## src/common/fft27_pkg.sv

```systemverilog
`default_nettype none

package fft27_pkg;

    // --------------------------------------------------
    // Widths
    // --------------------------------------------------
    localparam int DATA_W    = 16;              // Bits per real or imag component
    localparam int TW_W      = 16;              // Twiddle component, Q1.15
    localparam int CNT_W     = 5;               // Phase and exponent counters

    // --------------------------------------------------
    // Frame
    // --------------------------------------------------
    localparam int FRAME_LEN = 27;              // Samples per transform

    // --------------------------------------------------
    // Fixed-point constants, Q15
    // --------------------------------------------------
    localparam logic signed [TW_W-1:0] C_HALF  = 16'sd16384;  // 0.5
    localparam logic signed [TW_W-1:0] C_SIN60 = 16'sd28378;  // sin(60 deg)

    // --------------------------------------------------
    // Sample types
    // --------------------------------------------------
    // One complex sample
    typedef struct packed {
        logic signed [DATA_W-1:0] re;           // Real part
        logic signed [DATA_W-1:0] im;           // Imag part
    } cplx_t;

    // Sample with its valid strobe
    typedef struct packed {
        logic  en;                              // Sample valid this cycle
        cplx_t d;                               // Payload
    } smp_t;

endpackage

`default_nettype wire

```

## src/twiddle/twiddle_mult.sv

```systemverilog
`default_nettype none

module twiddle_mult import fft27_pkg::*; #(
    parameter int SPAN = 9                      // Span of the preceding stage
) (
    input  logic clk,
    input  logic rst,
    input  smp_t din,
    output smp_t dout                           // One cycle behind din
);

    localparam logic [CNT_W-1:0] CNT_LAST = CNT_W'(3 * SPAN - 1);
    localparam logic [CNT_W-1:0] SPAN_W   = CNT_W'(SPAN);
    localparam logic [CNT_W-1:0] SPAN2_W  = CNT_W'(2 * SPAN);
    localparam logic [CNT_W-1:0] TW_STEP  = CNT_W'(FRAME_LEN / (3 * SPAN));  // 9/SPAN
    localparam int PROD_W = DATA_W + TW_W;
    localparam logic signed [PROD_W:0] RND =
        {{(DATA_W+2){1'b0}}, 1'b1, {(TW_W-2){1'b0}}};  // Half LSB of Q15

    logic [CNT_W-1:0]         cnt;              // Valid sample index in block
    logic [CNT_W-1:0]         grp;              // Group p, 0..2
    logic [CNT_W-1:0]         ofs;              // Offset q in group
    logic [CNT_W-1:0]         tw_exp;           // p*q*(9/SPAN)
    cplx_t                    tw;               // ROM output
    logic signed [PROD_W-1:0] p_rr, p_ii, p_ri, p_ir;
    logic signed [PROD_W:0]   acc_re, acc_im;
    logic                     en_q;
    cplx_t                    d_q;

    // Count valid samples modulo 3*SPAN
    always_ff @(posedge clk or posedge rst) begin
        if (rst) begin
            cnt <= '0;
        end else if (din.en) begin
            cnt <= (cnt == CNT_LAST) ? '0 : cnt + 1'b1;
        end
    end

    always_comb begin
        if (cnt < SPAN_W) begin
            grp = '0;
            ofs = cnt;
        end else if (cnt < SPAN2_W) begin
            grp = CNT_W'(1);
            ofs = cnt - SPAN_W;
        end else begin
            grp = CNT_W'(2);
            ofs = cnt - SPAN2_W;
        end
        tw_exp = grp * ofs * TW_STEP;           // Peaks at 16, no wrap needed
    end

    twiddle_rom u_rom (
        .addr (tw_exp),
        .tw   (tw)
    );

    // Complex product, Q15 twiddle
    assign p_rr   = din.d.re * tw.re;
    assign p_ii   = din.d.im * tw.im;
    assign p_ri   = din.d.re * tw.im;
    assign p_ir   = din.d.im * tw.re;
    assign acc_re = p_rr - p_ii + RND;
    assign acc_im = p_ri + p_ir + RND;

    always_ff @(posedge clk) begin
        if (tw_exp == '0) begin
            d_q <= din.d;                       // Exponent 0 passes exactly
        end else begin
            d_q.re <= acc_re[TW_W-1 +: DATA_W];
            d_q.im <= acc_im[TW_W-1 +: DATA_W];
        end
    end

    always_ff @(posedge clk or posedge rst) begin
        if (rst) begin
            en_q <= 1'b0;
        end else begin
            en_q <= din.en;
        end
    end

    assign dout = '{en: en_q, d: d_q};

endmodule

`default_nettype wire

```

## src/twiddle/twiddle_rom.sv

```systemverilog
`default_nettype none

// Entry e = cos(2*pi*e/27) - j*sin(2*pi*e/27)
module twiddle_rom import fft27_pkg::*; (
    input  logic [CNT_W-1:0] addr,              // Exponent
    output cplx_t            tw                 // Q15 twiddle
);

    always_comb begin
        case (addr)
            5'd0:    tw = '{re:  16'sd32767, im:  16'sd0};     // Max positive Q15
            5'd1:    tw = '{re:  16'sd31885, im: -16'sd7557};
            5'd2:    tw = '{re:  16'sd29283, im: -16'sd14706};
            5'd3:    tw = '{re:  16'sd25102, im: -16'sd21063};
            5'd4:    tw = '{re:  16'sd19568, im: -16'sd26284};
            5'd5:    tw = '{re:  16'sd12979, im: -16'sd30088};
            5'd6:    tw = '{re:  16'sd5690,  im: -16'sd32270};
            5'd7:    tw = '{re: -16'sd1905,  im: -16'sd32713};
            5'd8:    tw = '{re: -16'sd9398,  im: -16'sd31391};
            5'd9:    tw = '{re: -16'sd16384, im: -16'sd28378}; // 120 deg
            5'd10:   tw = '{re: -16'sd22487, im: -16'sd23835};
            5'd11:   tw = '{re: -16'sd27377, im: -16'sd18006};
            5'd12:   tw = '{re: -16'sd30792, im: -16'sd11207};
            5'd13:   tw = '{re: -16'sd32546, im: -16'sd3804};
            5'd14:   tw = '{re: -16'sd32546, im:  16'sd3804};
            5'd15:   tw = '{re: -16'sd30792, im:  16'sd11207};
            5'd16:   tw = '{re: -16'sd27377, im:  16'sd18006};
            5'd17:   tw = '{re: -16'sd22487, im:  16'sd23835};
            5'd18:   tw = '{re: -16'sd16384, im:  16'sd28378}; // 240 deg
            5'd19:   tw = '{re: -16'sd9398,  im:  16'sd31391};
            5'd20:   tw = '{re: -16'sd1905,  im:  16'sd32713};
            5'd21:   tw = '{re:  16'sd5690,  im:  16'sd32270};
            5'd22:   tw = '{re:  16'sd12979, im:  16'sd30088};
            5'd23:   tw = '{re:  16'sd19568, im:  16'sd26284};
            5'd24:   tw = '{re:  16'sd25102, im:  16'sd21063};
            5'd25:   tw = '{re:  16'sd29283, im:  16'sd14706};
            5'd26:   tw = '{re:  16'sd31885, im:  16'sd7557};
            default: tw = '0;                   // Addresses past the table
        endcase
    end

endmodule

`default_nettype wire
```

## config.mk

```make
export PLATFORM = sky130hd
export DESIGN_NAME = twiddle_mult
export DESIGN_NICKNAME = d
export VERILOG_FILES = /design/src/common/fft27_pkg.sv /design/src/twiddle/twiddle_mult.sv /design/src/twiddle/twiddle_rom.sv
export SDC_FILE = /design/constraint.sdc
export NUM_CORES = 2
export LEC_CHECK = 0
export ABC_AREA = 1
export BUFFER_PORTS_ARGS = -buffer_cell sky130_fd_sc_hd__buf_2
export CAP_MARGIN = 20
export CORE_ASPECT_RATIO = 1.4
export CORE_MARGIN = 2
export CORE_UTILIZATION = 37
export DETAILED_ROUTE_END_ITERATION = 8
export SYNTH_ARGS = -nofsm -noshare
export SYNTH_HDL_FRONTEND = slang
export SYNTH_SLANG_ARGS = --single-unit
```

## constraint.sdc

```tcl
create_clock -name clk -period 11.6 [get_ports clk]
set_clock_uncertainty 0.2 [all_clocks]
set_input_delay 3.48 -clock clk [delete_from_list [all_inputs] [get_ports clk]]
set_output_delay 3.48 -clock clk [all_outputs]
set_load 0.01 [all_outputs]
```

==> impl_metrics.env <==
export IMPL_ys_ff_latch=38
export IMPL_worstReg2RegEnd="dout[27]$_DFF_P_"
export IMPL_drt_vias_per_instance=5.00
export IMPL_async_reset_ff_frac=0.158
export IMPL_place_congestion=0.979
export IMPL_worstHoldStart="cnt[0]$_DFFE_PP0P_"
export IMPL_syn_avg_cell_area_sq_um=8.30
export IMPL_cts_root_buf="clkbuf_16"
export IMPL_synth_main_ff_cell="dfxtp_1"
export IMPL_grt_max_degree=32
export IMPL_ios=68
export IMPL_synth_cell_type_count=57
export IMPL_drt_initial_drc_count=2291
export IMPL_rsz0062_at_grt="false"
export IMPL_timing_rr_start="cnt[1]$_DFFE_PP0P_"
export IMPL_syn_area_sq_um=41400
export IMPL_drive_gt1_frac=0.0755
export IMPL_finalCriticalPeriod_ps=10700
export IMPL_fp_row_count=145
export IMPL_cp_arrival_ps=10800
export IMPL_setup_tns_final_ps=0
export IMPL_final_nets=6601
export IMPL_clock_latency_ps=370
export IMPL_cts_repair_resized=0
export IMPL_hold_viol=0
export IMPL_hold_worst_slack_ps=423
export IMPL_portBuffers=67
export IMPL_synth_seq_area_share=0.0191
export IMPL_clockBufferDepth=2
export IMPL_hold_path_class="register to register"
export IMPL_max_cap_violations=0
export IMPL_post_cts_buffers=0
export IMPL_grt_overflow=0
export IMPL_grt_pass1_wl_um=211000
export IMPL_synth_edf_count=0
export IMPL_crit_family="adder cells"
export IMPL_post_route_period_util=0.922
export IMPL_dp_hpwl_um=115000
export IMPL_ant_nets=0
export IMPL_slew_violations=0
export IMPL_finalSetupViolations=0
export IMPL_vias=33100
export IMPL_die_x_um=287
export IMPL_worst_r2r_path_depth=44
export IMPL_crit_slowest_cell="nand2_1"
export IMPL_status="completed"
export IMPL_drt_total_wl_um=137000
export IMPL_syn2layout_area_growth_pct=9.04
export IMPL_relSlewSlack=0.298
export IMPL_min_to="cnt[0]$_DFFE_PP0P_"
export IMPL_end_kind="register"
export IMPL_grt_pass1_vias=36100
export IMPL_clk_pin_slew_worst_paths_ps=90
export IMPL_core_sq_um=111000
export IMPL_cpMostUsedCell="inv_1"
export IMPL_wl_per_cell_um=20.7
export IMPL_yosys_warnings=0
export IMPL_ff2ff_setup_slack_ps=900
export IMPL_die_area_sq_um=115000
export IMPL_drc=0
export IMPL_clkSinkCount=38
export IMPL_dp_cells=6601
export IMPL_worst_pin_slew_ps=1050
export IMPL_crit_path_max_fanout=30
export IMPL_min_delay_path_depth=3
export IMPL_critPathLaunchType="register"
export IMPL_yosys_area_top_type="fa_1"
export IMPL_synth_top_area_frac=0.542
export IMPL_numCtsBuffers=5
export IMPL_synth_area_top_cells="fa_1, inv_1, ha_1, nand2_1, nor2_1"
export IMPL_dr_pass1_iters=7
export IMPL_crit_type="register to register"
export IMPL_cts_tree="built"
export IMPL_postSynthCellCount=4985
export IMPL_slowest_delay_ps=570
export IMPL_antenna_found_initial=4
export IMPL_worstPathRequired_ps=11710
export IMPL_grt_use_total=0.250
export IMPL_syn_nets=6448
export IMPL_fin_cells=6611
export IMPL_cp_buffers_inverters=13
export IMPL_die_h_um=400
export IMPL_initial_core_util=0.372
export IMPL_cts_hold_buf=0
export IMPL_cts_htree_levels=2
export IMPL_fmax_mhz=93.5
stage by stage:
step                worst slack [ps]   util  cell area, sq um
finish                           902  0.406             45100
global route                     434  0.406             45100
CTS                             1040  0.406             45100
detailed placement               686  0.404             44900
global placement                 726  0.404             44900
floorplan                        974      -             41400
cell type report:
cell class | instances | area [sq um]
Fill cell | 11300 | 66100
Clock inverter | 2 | 38.8
Clock buffer | 6 | 150
Tap cell | 1470 | 1840
Inverter | 1439 | 5400
Multi-Input combinational cell | 3313 | 34400
Antenna cell | 2 | 5.00
Timing Repair Buffer | 341 | 2490
Sequential cell | 38 | 791
placed cells by master, fill, tap and decap left out, types with 3 or more instances in the layout:
cell type,instances
a21oi_1,63
o21a_1,6
clkinv_1,14
inv_1,1416
buf_12,8
nand4_1,7
xor2_1,28
nand2_1,957
buf_4,266
nand3b_1,18
fa_1,1120
or2_1,4
nand3_1,66
ha_1,308
a31oi_1,9
buf_2,67
nand2_2,12
o31ai_1,3
nor4_1,6
nor3_1,12
o21ai_2,3
nor2_1,524
or2_2,5
dfxtp_1,32
xnor2_1,28
o21ai_1,20
a221oi_1,3
o21bai_1,6
o21ai_0,55
inv_2,8
clkbuf_16,6
a21o_1,7
dfrtp_1,6
o211ai_1,11
worst reg2reg max path, delay by kind of cell (launching register included):
family / cells / cell delay [ps]
and+or+nand+nor: 12 / 1810
AOI/OAI and AO/OA: 5 / 1080
buffers and inverters: 13 / 1640
DFF: 1 / 440
adders and majority gates: 13 / 5270
xor gates and xnor gates: 1 / 150
synthesized netlist by cell type (all sizes together), types with 11 or more instances:
cell,number
o211ai,11
xnor2,28
buf,51
inv,1425
a21oi,64
xor2,28
nand3,69
nor3,12
clkinv,14
nand2,969
dfxtp,32
ha,308
fa,1120
clkbuf,144
nor2,528
o21ai,79
nand3b,18
how the worst max path moves through the flow:
stage	start	endpoint	slack (ps)	cells past startpoint
3_5_place_dp	din[31]	dout[29]$_DFF_P_	690	30
2_1_floorplan	din[15]	dout[31]$_DFF_P_	970	32
5_1_grt	cnt[1]$_DFFE_PP0P_	dout[8]$_DFF_P_	430	42
4_1_cts	cnt[1]$_DFFE_PP0P_	dout[27]$_DFF_P_	1040	44
3_3_place_gp	din[31]	dout[29]$_DFF_P_	730	30
6_report	cnt[1]$_DFFE_PP0P_	dout[27]$_DFF_P_	900	44
routing by layer:
layer  GRT usage  part of all wire  vias up  routed length [um]
met5           0           0.00023        -                  31
met4       0.195             0.097        6               13200
met3      0.0349             0.066      457                9080
met2       0.434              0.50     1297               68100
met1       0.275              0.34    17000               46300
li1            -                 -    14300                   -
kinds of logic (layout without fill, tap and decap cells):
group	count (synthesis)	in the layout	share of synthesized area
buffers and inverters	1634	1788	0.150
flip-flops	38	38	0.0191
XOR/XNOR	56	56	0.0119
adder cells (fa/ha/maj)	1428	1428	0.635
AND/OR/NAND/NOR	1623	1623	0.155
AO/OA/AOI/OAI	205	205	0.0294
other	1	3	0.0000906
state kept, by name (all words and copies together) (netlist names):
name and count:
en_q 1, cnt 5, dout 32
Power is left out: the tool's default activity adds up to more than one toggle a clock period on the data nets, which glitch-free logic cannot reach.
