--- src/common/fft27_pkg.sv ---
`default_nettype none

package fft27_pkg;

    // --------------------------------------------------
    // Widths
    // --------------------------------------------------
    localparam int DATA_W    = 16;              // Bits per real or imag component
    localparam int TW_W      = 16;              // Twiddle component, Q1.15
    localparam int CNT_W     = 5;               // Phase and exponent counters

    // --------------------------------------------------
    // Frame
    // --------------------------------------------------
    localparam int FRAME_LEN = 27;              // Samples per transform

    // --------------------------------------------------
    // Fixed-point constants, Q15
    // --------------------------------------------------
    localparam logic signed [TW_W-1:0] C_HALF  = 16'sd16384;  // 0.5
    localparam logic signed [TW_W-1:0] C_SIN60 = 16'sd28378;  // sin(60 deg)

    // --------------------------------------------------
    // Sample types
    // --------------------------------------------------
    // One complex sample
    typedef struct packed {
        logic signed [DATA_W-1:0] re;           // Real part
        logic signed [DATA_W-1:0] im;           // Imag part
    } cplx_t;

    // Sample with its valid strobe
    typedef struct packed {
        logic  en;                              // Sample valid this cycle
        cplx_t d;                               // Payload
    } smp_t;

endpackage

`default_nettype wire

--- src/butterfly/radix3_butterfly.sv ---
`default_nettype none

// 3-point DFT, W = exp(-j*2*pi/3)
// y1 = x0 - (x1+x2)/2 - j*sin60*(x1-x2)
// y2 = x0 - (x1+x2)/2 + j*sin60*(x1-x2)
module radix3_butterfly import fft27_pkg::*; (
    input  cplx_t x0,                           // Oldest sample
    input  cplx_t x1,
    input  cplx_t x2,                           // Newest sample
    output cplx_t y0,                           // Bin 0
    output cplx_t y1,                           // Bin 1
    output cplx_t y2                            // Bin 2
);

    localparam int ACC_W = DATA_W + TW_W + 3;  // Headroom for Q15 sums
    localparam logic signed [ACC_W-1:0] RND =
        {{(ACC_W-TW_W+1){1'b0}}, 1'b1, {(TW_W-2){1'b0}}};  // Half LSB at bit 14

    logic signed [DATA_W:0]  s_re, s_im;       // x1 + x2
    logic signed [DATA_W:0]  d_re, d_im;       // x1 - x2
    logic signed [ACC_W-1:0] t_re, t_im;       // x0 - s/2, Q15
    logic signed [ACC_W-1:0] r_re, r_im;       // sin60 * d, Q15

    // Round half up and drop the Q15 fraction
    function automatic logic signed [DATA_W-1:0] q15_round(
        input logic signed [ACC_W-1:0] acc
    );
        logic signed [ACC_W-1:0] r;
        r = acc + RND;
        return r[TW_W-1 +: DATA_W];
    endfunction

    always_comb begin
        s_re = x1.re + x2.re;
        s_im = x1.im + x2.im;
        d_re = x1.re - x2.re;
        d_im = x1.im - x2.im;
        // Common term, exact since C_HALF is a pure shift
        t_re = (ACC_W'(x0.re) <<< (TW_W - 1)) - s_re * C_HALF;
        t_im = (ACC_W'(x0.im) <<< (TW_W - 1)) - s_im * C_HALF;
        // Rotation by -j folded into the swap
        r_re = d_im * C_SIN60;
        r_im = d_re * C_SIN60;

        y0.re = DATA_W'(s_re + x0.re);          // Plain sum, wraps on overflow
        y0.im = DATA_W'(s_im + x0.im);
        y1.re = q15_round(t_re + r_re);
        y1.im = q15_round(t_im - r_im);
        y2.re = q15_round(t_re - r_re);
        y2.im = q15_round(t_im + r_im);
    end

endmodule

`default_nettype wire

--- src/rtl/delay_line.sv ---
`default_nettype none

module delay_line import fft27_pkg::*; #(
    parameter int DEPTH = 9                     // Delay in cycles
) (
    input  logic  clk,
    input  cplx_t din,                          // Sample in
    output cplx_t dout                          // Sample from DEPTH cycles ago
);

    cplx_t taps [DEPTH];                        // Register chain

    // Plain shift every cycle
    always_ff @(posedge clk) begin
        taps[0] <= din;                         // Head of chain
        for (int i = 1; i < DEPTH; i++) begin
            taps[i] <= taps[i-1];               // Move one slot along
        end
    end

    assign dout = taps[DEPTH-1];                // Tail of chain

endmodule

`default_nettype wire

--- src/rtl/sdf_stage.sv ---
`default_nettype none

// Radix-3 SDF stage
// Group 0 of a block fills the long line, group 1 the short line.
// Group 2 fires the butterfly. y0 leaves at once, y1 and y2 go back
// into the lines and drain during the following two groups.
module sdf_stage import fft27_pkg::*; #(
    parameter int SPAN = 9                      // Distance between butterfly inputs
) (
    input  logic clk,
    input  logic rst,
    input  smp_t din,
    output smp_t dout                           // 2*SPAN+1 cycles behind din
);

    localparam int LAT = 2 * SPAN + 1;          // Stage latency
    localparam logic [CNT_W-1:0] PH_LAST = CNT_W'(3 * SPAN - 1);
    localparam logic [CNT_W-1:0] SPAN_W  = CNT_W'(SPAN);
    localparam logic [CNT_W-1:0] SPAN2_W = CNT_W'(2 * SPAN);

    logic [CNT_W-1:0] phase;                    // Slot in 3*SPAN block
    logic [1:0]       grp;                      // Group of phase
    logic [LAT-1:0]   vld_pipe;                 // din.en history
    logic             busy;                     // Input or drain in progress
    cplx_t            long_in, long_out;        // 2*SPAN line
    cplx_t            short_in, short_out;      // SPAN line
    cplx_t            y0, y1, y2;               // Butterfly results
    cplx_t            sp_d;                     // Single-path output, pre-reg
    cplx_t            out_d;                    // Output register

    // --------------------------------------------------
    // Phase control
    // --------------------------------------------------
    // Keeps counting until the last output has left the mux
    assign busy = din.en | (|vld_pipe[LAT-2:0]);

    always_ff @(posedge clk or posedge rst) begin
        if (rst) begin
            phase <= '0;
        end else if (busy) begin
            phase <= (phase == PH_LAST) ? '0 : phase + 1'b1;
        end else begin
            phase <= '0;                        // Idle, realign for next frame
        end
    end

    always_comb begin
        if (phase < SPAN_W) begin
            grp = 2'd0;
        end else if (phase < SPAN2_W) begin
            grp = 2'd1;
        end else begin
            grp = 2'd2;
        end
    end

    always_ff @(posedge clk or posedge rst) begin
        if (rst) begin
            vld_pipe <= '0;
        end else begin
            vld_pipe <= {vld_pipe[LAT-2:0], din.en};  // Several frames may be in flight
        end
    end

    // --------------------------------------------------
    // Datapath
    // --------------------------------------------------
    radix3_butterfly u_bf (
        .x0 (long_out),                         // Group 0 sample
        .x1 (short_out),                        // Group 1 sample
        .x2 (din.d),                            // Group 2 sample
        .y0 (y0),
        .y1 (y1),
        .y2 (y2)
    );

    // Line inputs outside the fill slots are never read back
    assign long_in  = (grp == 2'd2) ? y2 : din.d;
    assign short_in = (grp == 2'd2) ? y1 : din.d;

    delay_line #(.DEPTH(2 * SPAN)) u_dl_long (
        .clk  (clk),
        .din  (long_in),
        .dout (long_out)
    );

    delay_line #(.DEPTH(SPAN)) u_dl_short (
        .clk  (clk),
        .din  (short_in),
        .dout (short_out)
    );

    always_comb begin
        case (grp)
            2'd2:    sp_d = y0;                 // Bin 0 straight out
            2'd0:    sp_d = short_out;          // Bin 1 back from short line
            default: sp_d = long_out;           // Bin 2 back from long line
        endcase
    end

    always_ff @(posedge clk) begin
        out_d <= sp_d;
    end

    assign dout = '{en: vld_pipe[LAT-1], d: out_d};

endmodule

`default_nettype wire

--- config.mk ---
export PLATFORM = sky130hd
export DESIGN_NAME = sdf_stage
export DESIGN_NICKNAME = d
export VERILOG_FILES = /design/src/common/fft27_pkg.sv /design/src/butterfly/radix3_butterfly.sv /design/src/rtl/delay_line.sv /design/src/rtl/sdf_stage.sv
export SDC_FILE = /design/constraint.sdc
export NUM_CORES = 2
export LEC_CHECK = 0
export BUFFER_PORTS_ARGS = -buffer_cell sky130_fd_sc_hd__buf_2
export CAP_MARGIN = 20
export CORE_AREA = 2 2 318 320
export DETAILED_ROUTE_END_ITERATION = 8
export DIE_AREA = 0 0 320 322
export GPL_TIMING_DRIVEN = 0
export SETUP_SLACK_MARGIN = 0.1
export SYNTH_ARGS = -nofsm -noshare
export SYNTH_HDL_FRONTEND = slang
export SYNTH_SLANG_ARGS = --single-unit
--- constraint.sdc ---
create_clock -name clk -period 10.25 [get_ports clk]
set_clock_uncertainty 0.05 [all_clocks]
set_input_delay 0.5125 -clock clk [delete_from_list [all_inputs] [get_ports clk]]
set_output_delay 0.5125 -clock clk [all_outputs]
set_load 0.01 [all_outputs]
==> metrics.txt <==
TritonRoute pass-1 iters=5; data arrival at the endpoint of the critical path=10410 ps; final critical delay including setup and external delays=10000 ps; fin. max-slew vios=0; Die Wd=320 um; capture point of the critical path=u_dl_long.taps[0][31]; pin slew with the least headroom to its limit=1230 ps; crit start category=flop; maximum clock insertion buffer count=3; vias per std cell=4.70; GRT met1 Usage=24.5%; period utilisation layout=97.6%; most used standard cells in the synthesized netlist=sky130_fd_sc_hd__dfxtp_1 (896), sky130_fd_sc_hd__inv_1 (613), sky130_fd_sc_hd__ha_1 (458); wire length of the first global-routing pass=132000 um; Synth Register Bits=920; total routed wirelength=85600 um; DRT antenna net count=0; area enclosed by the die boundary=103000 sq um; Data required, critical path=10660 ps; number of inserted filler cells in the final layout=9106; total overflow reported by the global router=0; Die Y=322 um; library cell contributing the largest single delay on the critical path=sky130_fd_sc_hd__fa_1; sum of negative setup slack=0 ps; deepest level of the CTS H-tree=3; Initial Utilization=39.8%; met2 Resource Use GR=24.7%; Post-synth EDFFs=0; Worst-path clk slew=90 ps; synthesized netlist cell count=3517; synthesized net count=4266; number of clock buffers inserted by TritonCTS=86; startpoint of the tightest hold check path=din[0]; Crit Reg-Reg Startpoint=u_dl_short.taps[0][257]; slack of the worst reg-to-reg path=250 ps; average footprint of a synthesized cell=11.3 sq um; area of the mapped netlist=39700 sq um; GRT met3 Usage=3.65%; largest fanout on the critical path=5; last weighted congestion value of the routability-driven placer=0.899; fin util=47.0%; worst flop-to-flop path endpoint=u_dl_long.taps[0][31]; cell repeated most along the worst path=sky130_fd_sc_hd__fa_1; most used routing layer in global routing=met2; via count=24.1k; result of the run=completed; most area-consuming cells after synthesis=sky130_fd_sc_hd__dfxtp_1 (45%), sky130_fd_sc_hd__ha_1 (14%), sky130_fd_sc_hd__fa_1 (13%), sky130_fd_sc_hd__inv_1 (5.8%), sky130_fd_sc_hd__xnor2_1 (3.2%); input/output buffers=67; Site Rows=116; setup repair after global routing missed its margin=yes; First DRT Iteration DRCs=1720; most common flop cell mapped by yosys=sky130_fd_sc_hd__dfxtp_1; HPWL Detailed=66100 um; antenna violations before repair=12; leading area contributor after synthesis=sky130_fd_sc_hd__dfxtp_1; post-detailed-route wirelength per cell=16.7 um; most frequently used cell type in the post-synthesis netlist=sky130_fd_sc_hd__dfxtp_1; max capacitance violation total=0; number of design rule violations left after detail routing=0; number of different library cells in the post-synthesis netlist=82; share of cells above drive strength 1=14.6%; worst max-slew margin expressed relative to the limit=18.0%; Layout Cells excl Fill=5129; async set-or-reset flop fraction in the synthesized netlist=2.61%; # clock sinks=920; Crit path largest cell delay=520 ps; overall routing resource usage=16.8%; highest clock rate=100 MHz; share of synthesized area occupied by flip-flops and latches=46.7%; WHS=122 ps; Yosys warning count=0; final setup vio count=0; number of endpoints with negative hold slack in the final report=0; final layout net count=4507; floorplan core area=99600 sq um; largest net degree at the start of global routing=25; share of the synthesized area in the top cell type=45.2%; HP Class=in2reg; cell at the root of the clock tree=sky130_fd_sc_hd__clkbuf_16; length in cells of the worst reg-to-reg path=44; clock network latency to the later pin of the worst-skew pair=660 ps; via count of the first global-routing pass=23.6k; kind of end point of the critical path=flop; clock tree from TritonCTS=done; startpoint of the worst setup timing path=u_dl_short.taps[0][257]; area growth from synthesis to layout=18.0%; Placed Instances=4887; Crit Path Category=reg2reg; I/O Pins=68
routing by layer:
metal / wire [um] / share of wire, %
met1: 41700 / 49
met2: 35800 / 42
met3: 5800 / 6.8
met4: 2160 / 2.5
met5: 57 / 0.067
critical path: cells and delay by family, from the launching register on:
family	cells	cell delay (ps)
buf+inv	7	600
fa+ha+maj	10	4010
compound gates	16	2730
xor+xnor	4	640
flops	1	350
simple gates	7	1420
layout make-up:
cell class / instances / area (sq um) / share of cell area, %
multi-input cells: 1950 / 20000 / 42.8
flip-flops and latches: 920 / 18500 / 39.6
clock buffers: 124 / 2620 / 5.60
inverters: 613 / 2310 / 4.94
well taps: 1298 / 1620 / 3.47
repair buffers: 153 / 1050 / 2.25
clock inverters: 34 / 477 / 1.02
plain buffers: 34 / 135 / 0.289
diodes: 3 / 7.51 / 0.0160
kinds of logic after synthesis:
logic type / after synthesis / synth area share, %
AO/OA/AOI/OAI: 566 / 9.37
XOR/XNOR: 210 / 4.67
adder cells (fa/ha/maj): 714 / 27.4
buffers and inverters: 647 / 6.14
flip-flops: 920 / 46.7
multiplexers: 6 / 0.155
AND/OR/NAND/NOR: 454 / 5.54
per-stage QoR:
step | area (sq um) | worst slack [ps]
after global placement | 41600 | -1990
after CTS | 45800 | -2.75
after global routing | 46800 | -165
after detailed placement | 41700 | -1900
after floorplan | 39700 | 173
final | 46800 | 246
worst min path at each step:
stage / endpoint / slack, ps / cells past startpoint
after floorplan: u_dl_long.taps[10][0] / 260 / 0
after global placement: u_dl_short.taps[0][239] / 260 / 0
after detailed placement: u_dl_long.taps[3][12] / 260 / 0
after CTS: u_dl_long.taps[0][0] / 50 / 3
after global routing: u_dl_long.taps[0][0] / 110 / 3
final: u_dl_long.taps[0][0] / 120 / 3
flip-flops by register name, summed over array words and instances, names as in the netlist:
name and count:
dout 32, phase 5, u_dl_long.taps 576, u_dl_short.taps 288, vld_pipe 19
timing repair:
| action | 4_1_cts | 5_1_grt |
|---|---|---|
| setup buffers | 43 | 33 |
| hold buffers | 2 | 0 |
| gates resized for setup | 143 | 150 |
| hold endpoints to repair | 25 | 0 |
| setup endpoints to repair | 48 | 33 |
| pin swaps | 59 | 143 |
cell usage in the layout (no fill, tap or decap), types with 11 or more instances in the layout:
cell / synthesis / layout
sky130_fd_sc_hd__a211oi_1: 22 / 18
sky130_fd_sc_hd__a21o_1: 67 / 67
sky130_fd_sc_hd__a21oi_1: 136 / 95
sky130_fd_sc_hd__a21oi_2: 1 / 40
sky130_fd_sc_hd__a221o_1: 11 / 11
sky130_fd_sc_hd__a22oi_1: 19 / 19
sky130_fd_sc_hd__and3_1: 24 / 23
sky130_fd_sc_hd__buf_2: 0 / 67
sky130_fd_sc_hd__buf_4: 2 / 78
sky130_fd_sc_hd__clkbuf_1: 30 / 39
sky130_fd_sc_hd__clkbuf_16: 0 / 89
sky130_fd_sc_hd__clkbuf_8: 0 / 26
sky130_fd_sc_hd__dfrtp_1: 24 / 24
sky130_fd_sc_hd__dfxtp_1: 896 / 891
sky130_fd_sc_hd__fa_1: 256 / 250
sky130_fd_sc_hd__ha_1: 458 / 414
sky130_fd_sc_hd__ha_4: 0 / 34
sky130_fd_sc_hd__inv_1: 613 / 589
sky130_fd_sc_hd__inv_2: 0 / 20
sky130_fd_sc_hd__nand2_1: 110 / 110
sky130_fd_sc_hd__nand2b_1: 28 / 28
sky130_fd_sc_hd__nand3_1: 33 / 33
sky130_fd_sc_hd__nor2_1: 129 / 121
sky130_fd_sc_hd__nor2b_1: 23 / 17
sky130_fd_sc_hd__nor3_1: 39 / 34
sky130_fd_sc_hd__o21a_1: 15 / 15
sky130_fd_sc_hd__o21ai_0: 144 / 109
sky130_fd_sc_hd__o21ai_1: 11 / 19
sky130_fd_sc_hd__o21ai_2: 0 / 24
sky130_fd_sc_hd__o21bai_1: 25 / 24
sky130_fd_sc_hd__o31ai_1: 11 / 11
sky130_fd_sc_hd__or3_1: 14 / 11
sky130_fd_sc_hd__xnor2_1: 146 / 128
sky130_fd_sc_hd__xnor2_2: 0 / 15
sky130_fd_sc_hd__xor2_1: 63 / 55
Power is not shown: default switching activity piles up to over one toggle a cycle in this logic, so the estimate is an artifact.
